[config.mk]
export PLATFORM = sky130hd
export DESIGN_NAME = uart_top
export DESIGN_NICKNAME = d
export VERILOG_FILES = /design/src/design/uart_line_pkg.sv /design/src/design/uart_reg_pkg.sv /design/src/design/uart_bus_decoder.sv /design/src/design/uart_channel.sv /design/src/design/uart_read_mux.sv /design/src/design/uart_rx.sv /design/src/design/uart_top.sv /design/src/design/uart_tx.sv
export VERILOG_INCLUDE_DIRS = /design/src /design/src/design
export SDC_FILE = /design/constraint.sdc
export NUM_CORES = 1
export LEC_CHECK = 0
export BUFFER_PORTS_ARGS = -buffer_cell sky130_fd_sc_hd__buf_2
export CAP_MARGIN = 20
export CORE_MARGIN = 4
export CORE_UTILIZATION = 30
export DETAILED_ROUTE_END_ITERATION = 8
export PLACE_DENSITY = 0.52
export SYNTH_ARGS = -nofsm -noshare
export SYNTH_HDL_FRONTEND = slang
export SYNTH_HIERARCHICAL = 1
export SYNTH_SLANG_ARGS = --single-unit
export TNS_END_PERCENT = 50
[constraint.sdc]
create_clock -name clk_i -period 4.1 [get_ports clk_i]
set_input_delay 0.205 -clock clk_i [delete_from_list [all_inputs] [get_ports clk_i]]
set_output_delay 0.205 -clock clk_i [all_outputs]
set_load 0.01 [all_outputs]
[src/design/uart_settings.svh]
// Build-time sizing for the UART peripheral
`ifndef UART_SETTINGS_SVH
`define UART_SETTINGS_SVH

// Number of UART channels behind the bus port
`define UART_CHANNELS 2

// Entries per TX and RX FIFO, power of two
`define UART_FIFO_DEPTH 4

// Baud divisor loaded on reset
`define UART_DEFAULT_DIV 16'd434

// Address layout, channel in the upper bits
`define UART_ADR_W 6
`define UART_CHAN_W 2

`endif

[src/design/uart_line_pkg.sv]
// Serial line FSM state encodings
package uart_line_pkg;

    // Transmitter frame phases
    typedef enum logic [1:0] {
        TX_IDLE  = 2'd0,
        TX_START = 2'd1,
        TX_DATA  = 2'd2,
        TX_STOP  = 2'd3
    } tx_state_e;

    // Receiver frame phases
    typedef enum logic [1:0] {
        RX_IDLE  = 2'd0,
        RX_START = 2'd1,
        RX_DATA  = 2'd2,
        RX_STOP  = 2'd3
    } rx_state_e;

endpackage

[src/design/uart_reg_pkg.sv]
// Register offsets and the bus word views
package uart_reg_pkg;

    // ==================================================
    // Register offsets within a channel
    // ==================================================
    typedef enum logic [3:0] {
        CTRL_OFS   = 4'h0,
        STATUS_OFS = 4'h4,
        RXDATA_OFS = 4'h8,
        TXDATA_OFS = 4'hC
    } uart_offset_e;

    // ==================================================
    // Bus word, control or data view
    // ==================================================
    typedef union packed {
        struct packed {
            logic [15:0] baud_div;
            logic [13:0] rsvd;
            logic        rx_en;
            logic        tx_en;
        } ctrl;
        struct packed {
            logic [23:0] rsvd;
            logic [7:0]  byte_val;
        } data;
    } uart_word_u;

endpackage

[src/design/uart_bus_decoder.sv]
// Wishbone classic slave handshake and per-channel strobe decode
`include "uart_settings.svh"

module uart_bus_decoder
    import uart_reg_pkg::*;
(
    input  logic                          clk_i,
    input  logic                          rst_i,
    input  logic                          wb_cyc_i,
    input  logic                          wb_stb_i,
    input  logic                          wb_we_i,
    input  logic [`UART_ADR_W-1:0]        wb_adr_i,
    output logic                          wb_ack_o,
    output logic [`UART_CHANNELS-1:0]     ctrl_we_o,
    output logic [`UART_CHANNELS-1:0]     tx_we_o,
    output logic [`UART_CHANNELS-1:0]     rx_re_o,
    output logic                          rd_stb_o,
    output logic [`UART_CHAN_W-1:0]       rd_chan_o,
    output uart_offset_e                  rd_ofs_o
);

    logic                   req;
    logic [`UART_CHAN_W-1:0] chan;
    uart_offset_e           ofs;

    // Accept only when no ack is pending
    assign req  = wb_cyc_i & wb_stb_i & ~wb_ack_o;
    assign chan = wb_adr_i[`UART_ADR_W-1 -: `UART_CHAN_W];
    assign ofs  = uart_offset_e'(wb_adr_i[`UART_ADR_W-`UART_CHAN_W-1:0]);

    always_ff @(posedge clk_i) begin
        if (rst_i) begin
            wb_ack_o <= 1'b0;
        end else begin
            wb_ack_o <= req;
        end
    end

    // ==================================================
    // Strobes act on the accepting edge
    // ==================================================
    always_comb begin
        ctrl_we_o = '0;
        tx_we_o   = '0;
        rx_re_o   = '0;
        for (int i = 0; i < `UART_CHANNELS; i++) begin
            if (req && chan == i) begin
                ctrl_we_o[i] = wb_we_i & (ofs == CTRL_OFS);
                tx_we_o[i]   = wb_we_i & (ofs == TXDATA_OFS);
                rx_re_o[i]   = ~wb_we_i & (ofs == RXDATA_OFS);
            end
        end
    end

    // Read mux captures on the same edge
    assign rd_stb_o  = req & ~wb_we_i;
    assign rd_chan_o = chan;
    assign rd_ofs_o  = ofs;

endmodule

[src/design/uart_channel.sv]
// One UART channel: control register, transmitter and receiver
`include "uart_settings.svh"

module uart_channel
    import uart_reg_pkg::*;
(
    input  logic       clk_i,
    input  logic       rst_i,
    input  logic       ctrl_we_i,
    input  logic       tx_we_i,
    input  logic       rx_re_i,
    input  logic [3:0] wb_sel_i,
    input  uart_word_u wb_dat_i,
    input  logic       uart_rx_i,
    output uart_word_u ctrl_o,
    output logic [3:0] status_o,
    output logic [7:0] rx_byte_o,
    output logic       uart_tx_o
);

    uart_word_u ctrl_q;
    logic       tx_full;
    logic       tx_empty;
    logic       rx_full;
    logic       rx_empty;

    always_ff @(posedge clk_i) begin
        if (rst_i) begin
            ctrl_q               <= '0;
            ctrl_q.ctrl.baud_div <= `UART_DEFAULT_DIV;
        end else if (ctrl_we_i) begin
            if (wb_sel_i[0]) begin
                ctrl_q.ctrl.tx_en <= wb_dat_i.ctrl.tx_en;
                ctrl_q.ctrl.rx_en <= wb_dat_i.ctrl.rx_en;
            end
            // Divisor needs both upper byte lanes
            if (&wb_sel_i[3:2]) begin
                ctrl_q.ctrl.baud_div <= wb_dat_i.ctrl.baud_div;
            end
        end
    end

    uart_tx u_tx (
        .clk_i      (clk_i),
        .rst_i      (rst_i),
        .baud_div_i (ctrl_q.ctrl.baud_div),
        .we_i       (tx_we_i),
        .stall_i    (~ctrl_q.ctrl.tx_en),
        .data_i     (wb_dat_i.data.byte_val),
        .full_o     (tx_full),
        .empty_o    (tx_empty),
        .tx_o       (uart_tx_o)
    );

    uart_rx u_rx (
        .clk_i      (clk_i),
        .rst_i      (rst_i),
        .baud_div_i (ctrl_q.ctrl.baud_div),
        .re_i       (rx_re_i),
        .stall_i    (~ctrl_q.ctrl.rx_en),
        .rx_i       (uart_rx_i),
        .data_o     (rx_byte_o),
        .full_o     (rx_full),
        .empty_o    (rx_empty)
    );

    assign ctrl_o   = ctrl_q;
    assign status_o = {rx_empty, rx_full, tx_empty, tx_full};

endmodule

[src/design/uart_read_mux.sv]
// Registered bus read data selection across channels
`include "uart_settings.svh"

module uart_read_mux
    import uart_reg_pkg::*;
(
    input  logic                                clk_i,
    input  logic                                rst_i,
    input  logic                                rd_stb_i,
    input  logic [`UART_CHAN_W-1:0]             rd_chan_i,
    input  uart_offset_e                        rd_ofs_i,
    input  uart_word_u [`UART_CHANNELS-1:0]     ctrl_i,
    input  logic [`UART_CHANNELS-1:0][3:0]      status_i,
    input  logic [`UART_CHANNELS-1:0][7:0]      rx_byte_i,
    output uart_word_u                          wb_dat_o
);

    uart_word_u rd_word;

    always_comb begin
        rd_word = '0;
        // Unpopulated channels and TXDATA read zero
        if (rd_chan_i < `UART_CHANNELS) begin
            case (rd_ofs_i)
                CTRL_OFS:   rd_word = ctrl_i[rd_chan_i];
                STATUS_OFS: rd_word.data.byte_val = {4'b0, status_i[rd_chan_i]};
                RXDATA_OFS: rd_word.data.byte_val = rx_byte_i[rd_chan_i];
                default:    rd_word = '0;
            endcase
        end
    end

    always_ff @(posedge clk_i) begin
        if (rst_i) begin
            wb_dat_o <= '0;
        end else if (rd_stb_i) begin
            wb_dat_o <= rd_word;
        end
    end

endmodule

[src/design/uart_rx.sv]
// Frame deserializer with mid-bit sampling and receive FIFO
`include "uart_settings.svh"

module uart_rx
    import uart_line_pkg::*;
(
    input  logic        clk_i,
    input  logic        rst_i,
    input  logic [15:0] baud_div_i,
    input  logic        re_i,
    input  logic        stall_i,
    input  logic        rx_i,
    output logic [7:0]  data_o,
    output logic        full_o,
    output logic        empty_o
);

    localparam int AW = $clog2(`UART_FIFO_DEPTH);

    logic [7:0]  mem [`UART_FIFO_DEPTH];
    logic [AW:0] wr_ptr;
    logic [AW:0] rd_ptr;
    logic        rx_s1;
    logic        rx_s2;
    logic        rx_d;
    rx_state_e   state;
    logic [15:0] cnt;
    logic [2:0]  bit_idx;
    logic [7:0]  shift;
    logic        bit_end;
    logic        half_bit;
    logic        push;

    // Two-flop synchronizer plus edge history
    always_ff @(posedge clk_i) begin
        if (rst_i) begin
            rx_s1 <= 1'b1;
            rx_s2 <= 1'b1;
            rx_d  <= 1'b1;
        end else begin
            rx_s1 <= rx_i;
            rx_s2 <= rx_s1;
            rx_d  <= rx_s2;
        end
    end

    assign bit_end  = (cnt == baud_div_i - 16'd1);
    assign half_bit = (cnt == (baud_div_i >> 1));

    // ==================================================
    // Frame FSM
    // ==================================================
    always_ff @(posedge clk_i) begin
        if (rst_i) begin
            state   <= RX_IDLE;
            cnt     <= '0;
            bit_idx <= '0;
        end else begin
            cnt <= bit_end ? 16'd0 : cnt + 16'd1;
            case (state)
                RX_IDLE: begin
                    cnt <= '0;
                    if (!stall_i && rx_d && !rx_s2) begin
                        state <= RX_START;
                    end
                end
                RX_START: begin
                    // Confirm start at mid-bit, then count from the centre
                    if (half_bit) begin
                        cnt     <= '0;
                        bit_idx <= '0;
                        state   <= rx_s2 ? RX_IDLE : RX_DATA;
                    end
                end
                RX_DATA: begin
                    if (bit_end) begin
                        shift   <= {rx_s2, shift[7:1]};
                        bit_idx <= bit_idx + 3'd1;
                        if (bit_idx == 3'd7) begin
                            state <= RX_STOP;
                        end
                    end
                end
                RX_STOP: begin
                    if (bit_end) begin
                        state <= RX_IDLE;
                    end
                end
            endcase
        end
    end

    // Bad stop bit or full FIFO drops the byte
    assign push = (state == RX_STOP) && bit_end && rx_s2 && !full_o;

    // ==================================================
    // Receive FIFO
    // ==================================================
    assign empty_o = (wr_ptr == rd_ptr);
    assign full_o  = (wr_ptr[AW] != rd_ptr[AW]) && (wr_ptr[AW-1:0] == rd_ptr[AW-1:0]);
    assign data_o  = mem[rd_ptr[AW-1:0]];

    always_ff @(posedge clk_i) begin
        if (push) begin
            mem[wr_ptr[AW-1:0]] <= shift;
        end
    end

    always_ff @(posedge clk_i) begin
        if (rst_i) begin
            wr_ptr <= '0;
            rd_ptr <= '0;
        end else begin
            if (push) begin
                wr_ptr <= wr_ptr + 1'b1;
            end
            if (re_i && !empty_o) begin
                rd_ptr <= rd_ptr + 1'b1;
            end
        end
    end

endmodule

[src/design/uart_top.sv]
// Top level: bus decoder, channel array and read mux
`include "uart_settings.svh"

module uart_top
    import uart_reg_pkg::*;
(
    input  logic                      clk_i,
    input  logic                      rst_i,
    input  logic                      wb_cyc_i,
    input  logic                      wb_stb_i,
    input  logic                      wb_we_i,
    input  logic [`UART_ADR_W-1:0]    wb_adr_i,
    input  logic [3:0]                wb_sel_i,
    input  logic [31:0]               wb_dat_i,
    output logic                      wb_ack_o,
    output logic [31:0]               wb_dat_o,
    input  logic [`UART_CHANNELS-1:0] uart_rx_i,
    output logic [`UART_CHANNELS-1:0] uart_tx_o
);

    logic [`UART_CHANNELS-1:0]       ctrl_we;
    logic [`UART_CHANNELS-1:0]       tx_we;
    logic [`UART_CHANNELS-1:0]       rx_re;
    logic                            rd_stb;
    logic [`UART_CHAN_W-1:0]         rd_chan;
    uart_offset_e                    rd_ofs;
    uart_word_u [`UART_CHANNELS-1:0] ctrl_word;
    logic [`UART_CHANNELS-1:0][3:0]  status;
    logic [`UART_CHANNELS-1:0][7:0]  rx_byte;

    uart_bus_decoder u_decoder (
        .clk_i     (clk_i),
        .rst_i     (rst_i),
        .wb_cyc_i  (wb_cyc_i),
        .wb_stb_i  (wb_stb_i),
        .wb_we_i   (wb_we_i),
        .wb_adr_i  (wb_adr_i),
        .wb_ack_o  (wb_ack_o),
        .ctrl_we_o (ctrl_we),
        .tx_we_o   (tx_we),
        .rx_re_o   (rx_re),
        .rd_stb_o  (rd_stb),
        .rd_chan_o (rd_chan),
        .rd_ofs_o  (rd_ofs)
    );

    for (genvar c = 0; c < `UART_CHANNELS; c++) begin : g_chan
        uart_channel u_channel (
            .clk_i     (clk_i),
            .rst_i     (rst_i),
            .ctrl_we_i (ctrl_we[c]),
            .tx_we_i   (tx_we[c]),
            .rx_re_i   (rx_re[c]),
            .wb_sel_i  (wb_sel_i),
            .wb_dat_i  (wb_dat_i),
            .uart_rx_i (uart_rx_i[c]),
            .ctrl_o    (ctrl_word[c]),
            .status_o  (status[c]),
            .rx_byte_o (rx_byte[c]),
            .uart_tx_o (uart_tx_o[c])
        );
    end

    uart_read_mux u_read_mux (
        .clk_i     (clk_i),
        .rst_i     (rst_i),
        .rd_stb_i  (rd_stb),
        .rd_chan_i (rd_chan),
        .rd_ofs_i  (rd_ofs),
        .ctrl_i    (ctrl_word),
        .status_i  (status),
        .rx_byte_i (rx_byte),
        .wb_dat_o  (wb_dat_o)
    );

endmodule

[src/design/uart_tx.sv]
// Transmit FIFO and frame serializer
`include "uart_settings.svh"

module uart_tx
    import uart_line_pkg::*;
(
    input  logic        clk_i,
    input  logic        rst_i,
    input  logic [15:0] baud_div_i,
    input  logic        we_i,
    input  logic        stall_i,
    input  logic [7:0]  data_i,
    output logic        full_o,
    output logic        empty_o,
    output logic        tx_o
);

    localparam int AW = $clog2(`UART_FIFO_DEPTH);

    logic [7:0]  mem [`UART_FIFO_DEPTH];
    logic [AW:0] wr_ptr;
    logic [AW:0] rd_ptr;
    tx_state_e   state;
    logic [15:0] cnt;
    logic [2:0]  bit_idx;
    logic [7:0]  shift;
    logic        bit_end;

    // ==================================================
    // FIFO, extra pointer bit tells full from empty
    // ==================================================
    assign empty_o = (wr_ptr == rd_ptr);
    assign full_o  = (wr_ptr[AW] != rd_ptr[AW]) && (wr_ptr[AW-1:0] == rd_ptr[AW-1:0]);

    always_ff @(posedge clk_i) begin
        if (we_i && !full_o) begin
            mem[wr_ptr[AW-1:0]] <= data_i;
        end
    end

    always_ff @(posedge clk_i) begin
        if (rst_i) begin
            wr_ptr <= '0;
        end else if (we_i && !full_o) begin
            wr_ptr <= wr_ptr + 1'b1;
        end
    end

    // ==================================================
    // Serializer
    // ==================================================
    assign bit_end = (cnt == baud_div_i - 16'd1);

    always_ff @(posedge clk_i) begin
        if (rst_i) begin
            state   <= TX_IDLE;
            rd_ptr  <= '0;
            cnt     <= '0;
            bit_idx <= '0;
            tx_o    <= 1'b1;
        end else begin
            cnt <= bit_end ? 16'd0 : cnt + 16'd1;
            case (state)
                TX_IDLE: begin
                    tx_o <= 1'b1;
                    cnt  <= '0;
                    // Stall only blocks the next frame
                    if (!empty_o && !stall_i) begin
                        shift  <= mem[rd_ptr[AW-1:0]];
                        rd_ptr <= rd_ptr + 1'b1;
                        tx_o   <= 1'b0;
                        state  <= TX_START;
                    end
                end
                TX_START: begin
                    if (bit_end) begin
                        tx_o    <= shift[0];
                        bit_idx <= '0;
                        state   <= TX_DATA;
                    end
                end
                TX_DATA: begin
                    if (bit_end) begin
                        if (bit_idx == 3'd7) begin
                            tx_o  <= 1'b1;
                            state <= TX_STOP;
                        end else begin
                            shift   <= shift >> 1;
                            tx_o    <= shift[1];
                            bit_idx <= bit_idx + 3'd1;
                        end
                    end
                end
                TX_STOP: begin
                    if (bit_end) begin
                        state <= TX_IDLE;
                    end
                end
            endcase
        end
    end

endmodule

==> qor.log <==
qor: floorplan.starting_density_of_the_core 30.3%
qor: global_routing.via_count_of_the_first_global_routing_pass 12700
qor: critical_path.cp-end-kind flip-flop
qor: global_routing.global_route.overflow_total 0
qor: floorplan.chipHeight 258 um
qor: logic_synthesis.ys_warnings 6
qor: route.vias 13000
qor: logic_synthesis.synth_seq_cells 353
qor: critical_path.worst_ep_arrival_time 3.94 ns
qor: route.route.detailed.drc 0
qor: global_routing.grt_antenna_before_repair 9
qor: cts.clock_tree.htree_level_count 2
qor: critical_path.worstPathCellList buf_4, nor4_1, nand3_1, nor3_1, o21a_1, nand4b_2, nor2_4, nand2_1, a2111oi_2, buf_4
qor: logic_synthesis.syn_area_per_cell 10.9 um2
qor: logic_synthesis.async_flop_share 0%
qor: cts.clk_pin_slew 0.06 ns
qor: placed_design.place.port_buffers 74
qor: cells_and_area.layout_common_cells sky130_fd_sc_hd__dfxtp_1 (193), sky130_fd_sc_hd__nor2_1 (161), sky130_fd_sc_hd__edfxtp_1 (160)
qor: logic_synthesis.mapped_cell_area 0.0187 mm2
qor: critical_path.crit_path_top_delay_cell sky130_fd_sc_hd__nor4_1
qor: floorplan.design.portCount 84
qor: logic_synthesis.synth.yosys.seq_area_share 46.4%
qor: power_and_ir_drop.power_density 358 mW/mm2
qor: cells_and_area.multi_input_area 0.00915 mm2
qor: floorplan.row_count 91
qor: cts.clk-insertion-delay-late 0.57 ns
qor: placed_design.routabilityCongestion 0.816
qor: floorplan.core_region_area 0.0617 mm2
qor: route.routed_wire_length_per_instance 17.1 um
qor: cts.clock-root-buffer sky130_fd_sc_hd__clkbuf_16
qor: outcome.run_status finished, final reports clean
qor: sta.maxClockFrequency 273 MHz
qor: floorplan.fp.dieArea 0.0663 mm2
qor: cells_and_area.final-seq-area 0.00867 mm2
qor: cells_and_area.fill_cells 6200
qor: cells_and_area.layout.nets 1880
qor: logic_synthesis.top_reg_cell_synth sky130_fd_sc_hd__dfxtp_1
qor: cells_and_area.layout.core_utilization 34.5%
qor: sta.fin_worst_skew 0.0166 ns
qor: run.max-cap-violations 0
qor: cells_and_area.area_growth_syn_to_layout 14.0%
qor: logic_synthesis.post_synth_edffs 160
qor: cts.cts_buf_count 40
qor: critical_path.critical_path.max_stage_delay 0.70 ns
qor: critical_path.startpoint_type flip-flop
qor: route.detail_route.first_pass.iterations 7
qor: cts.clock_sink_count 353
qor: power_and_ir_drop.power.ir.vdd_worst 0.311 mV
qor: cells_and_area.layout.cells.most_common sky130_fd_sc_hd__dfxtp_1
qor: global_routing.globalRouteTotalUtil 13.4%
qor: sta.post-route-period-util 89.5%
qor: cts.cts_max_path_buffers 3
qor: cts.post_cts_setup_bufs 0
qor: sta.fin_tns_setup 0 ns
qor: route.postRouteAntennaNets 0
qor: critical_path.regToRegSetupSlack 0.43 ns
qor: worst_hold_path.min-delay-path-class input port to flip-flop
qor: power_and_ir_drop.power_leakage 7.40 nW
qor: placed_design.post-dp-hpwl 31700 um
qor: floorplan.die_w 258 um
qor: critical_path.crit_top_cell sky130_fd_sc_hd__buf_4
qor: critical_path.critical_path.max_fanout 18
qor: route.routed_via_density 4.87
qor: route.routed_wl 45400 um
qor: critical_path.critical_path_required 4.37 ns
qor: cells_and_area.final_layout_size_suffix_gt1_share 18.0%
qor: cts.clock_tree_from_tritoncts done
qor: route.detail_route.iter0.violations 877
qor: sta.timing.slew.headroom 40.9%
qor: sta.finalSetupViolations 0
qor: sta.worst_slew_pin_slew 0.878 ns
qor: logic_synthesis.synthesis.instances 1718
qor: global_routing.maximum_number_of_pins_on_one_net_before_global_route_repair 77
qor: global_routing.grt_pass1_wl 72500 um
qor: sta.timing_hold_violations_final 0
qor: sta.rsz0062_at_grt false
qor: sta.timing.final.max_slew_violations 0
qor: critical_path.cp_class flip-flop to flip-flop
qor: sta.final_period_minus_worst_setup_slack 3.67 ns
qor: logic_synthesis.post_synth_num_cell_types 107
## power breakdown
part           switching (mW)  internal, mW
logic                   0.198         0.137
registers              0.0156          3.69
clock network            1.52          2.06
## flip-flops by register name (all words and copies together), names as in the netlist, 16 cells and up, named ones only
name,count
g_chan.u_channel/u_tx/mem,64
g_chan.u_channel/u_rx/mem,64
g_chan.u_channel/u_rx/shift,16
g_chan.u_channel/u_tx/shift,16
g_chan.u_channel/u_tx/cnt,32
g_chan.u_channel/ctrl_o,36
u_read_mux/wb_dat_o,32
g_chan.u_channel/u_rx/cnt,32
## kinds of logic (layout without fill, tap and decap cells)
group,count (synthesis),after routing,synth area share [%]
buffers and inverters,181,256,5.26
xor gates and xnor gates,184,184,8.72
DFF,353,353,46.4
adders and majority gates,44,44,2.95
and+or+nand+nor,644,644,19.6
AOI/OAI and AO/OA,172,172,7.16
muxes,138,138,9.94
other,2,32,0.0402
## metal layers
| metal | vias to the layer above | global-route usage, % | routed length (um) |
|---|---|---|---|
| met5 | - | 0 | 75 |
| met4 | 10 | 3.51 | 857 |
| met3 | 74 | 2.66 | 2350 |
| met2 | 273 | 21.3 | 20300 |
| met1 | 6318 | 18.9 | 21800 |
| li1 | 6284 | - | - |
## synthesized netlist by cell type (11+ instances only)
cell	n	share of area, %
sky130_fd_sc_hd__dfxtp_1	193	21
sky130_fd_sc_hd__nor2_1	161	3.2
sky130_fd_sc_hd__edfxtp_1	160	26
sky130_fd_sc_hd__xor2_1	93	4.4
sky130_fd_sc_hd__xnor2_1	90	4.2
sky130_fd_sc_hd__nand2_1	85	1.7
sky130_fd_sc_hd__nand2b_1	66	2.2
sky130_fd_sc_hd__nor3_1	60	1.6
sky130_fd_sc_hd__clkbuf_1	57	1.1
sky130_fd_sc_hd__mux2_2	52	3.1
sky130_fd_sc_hd__nand3_1	51	1.4
sky130_fd_sc_hd__mux2i_1	49	2.6
sky130_fd_sc_hd__buf_4	46	1.8
sky130_fd_sc_hd__ha_1	44	2.9
sky130_fd_sc_hd__inv_1	43	0.86
sky130_fd_sc_hd__mux4_2	32	3.9
sky130_fd_sc_hd__nor2b_1	25	0.84
sky130_fd_sc_hd__a32oi_1	24	1.1
sky130_fd_sc_hd__nand4_1	24	0.80
sky130_fd_sc_hd__nor4_1	24	0.80
sky130_fd_sc_hd__a21oi_1	23	0.62
sky130_fd_sc_hd__and2_1	22	0.74
sky130_fd_sc_hd__and3_1	21	0.70
sky130_fd_sc_hd__o21ai_0	17	0.46
sky130_fd_sc_hd__or3_1	16	0.54
sky130_fd_sc_hd__buf_2	14	0.37
sky130_fd_sc_hd__or2_2	11	0.37
## through the flow
stage	hold slack [ns]	area [um2]	std cells	setup WS, ns	total power, mW
2_1_floorplan	0.282	18800	1744	0.152	4.01
3_3_place_gp	0.399	19700	2552	0.576	4.08
3_5_place_dp	0.405	19700	2552	0.503	4.09
4_1_cts	0.0000156	21300	2655	0.490	7.73
5_1_grt	0.0160	21300	2657	0.209	7.91
6_report	0.0355	21300	2660	0.430	7.62
## critical path, delay by kind of cell (launching register included)
kind            cells  cell delay (ns)
simple gates        6             2.03
compound gates      2             0.57
buf+inv             2             0.45
flops               1             0.31
## final cells by class
class | instances | area share, %
Clock buffer | 51 | 4.99
Antenna cell | 4 | 0.0470
Sequential cell | 353 | 40.7
Clock inverter | 23 | 1.25
Multi-Input combinational cell | 1210 | 43.0
Timing Repair Buffer | 138 | 4.37
Inverter | 44 | 0.776
Tap cell | 837 | 4.92
## repair_timing
item / 4_1_cts / 5_1_grt
resized for setup: 0 / 0
endpoints found under the hold margin: 95 / 0
hold buffers: 29 / 0
## final timing paths
kind / from / cells after the start / endpoint
setup / recovery: g_chan[0].u_channel/ctrl_o[18] / 10 / g_chan[0].u_channel/u_tx/shift[3]
hold reg to reg: g_chan[1].u_channel/u_rx/rx_s1 / 1 / g_chan[1].u_channel/u_rx/rx_s2
setup reg to reg: g_chan[0].u_channel/ctrl_o[18] / 10 / g_chan[0].u_channel/u_tx/shift[3]
hold / removal: wb_dat_i[0] / 3 / g_chan[0].u_channel/ctrl_o[0]
Power figures use the tool's default switching activity.
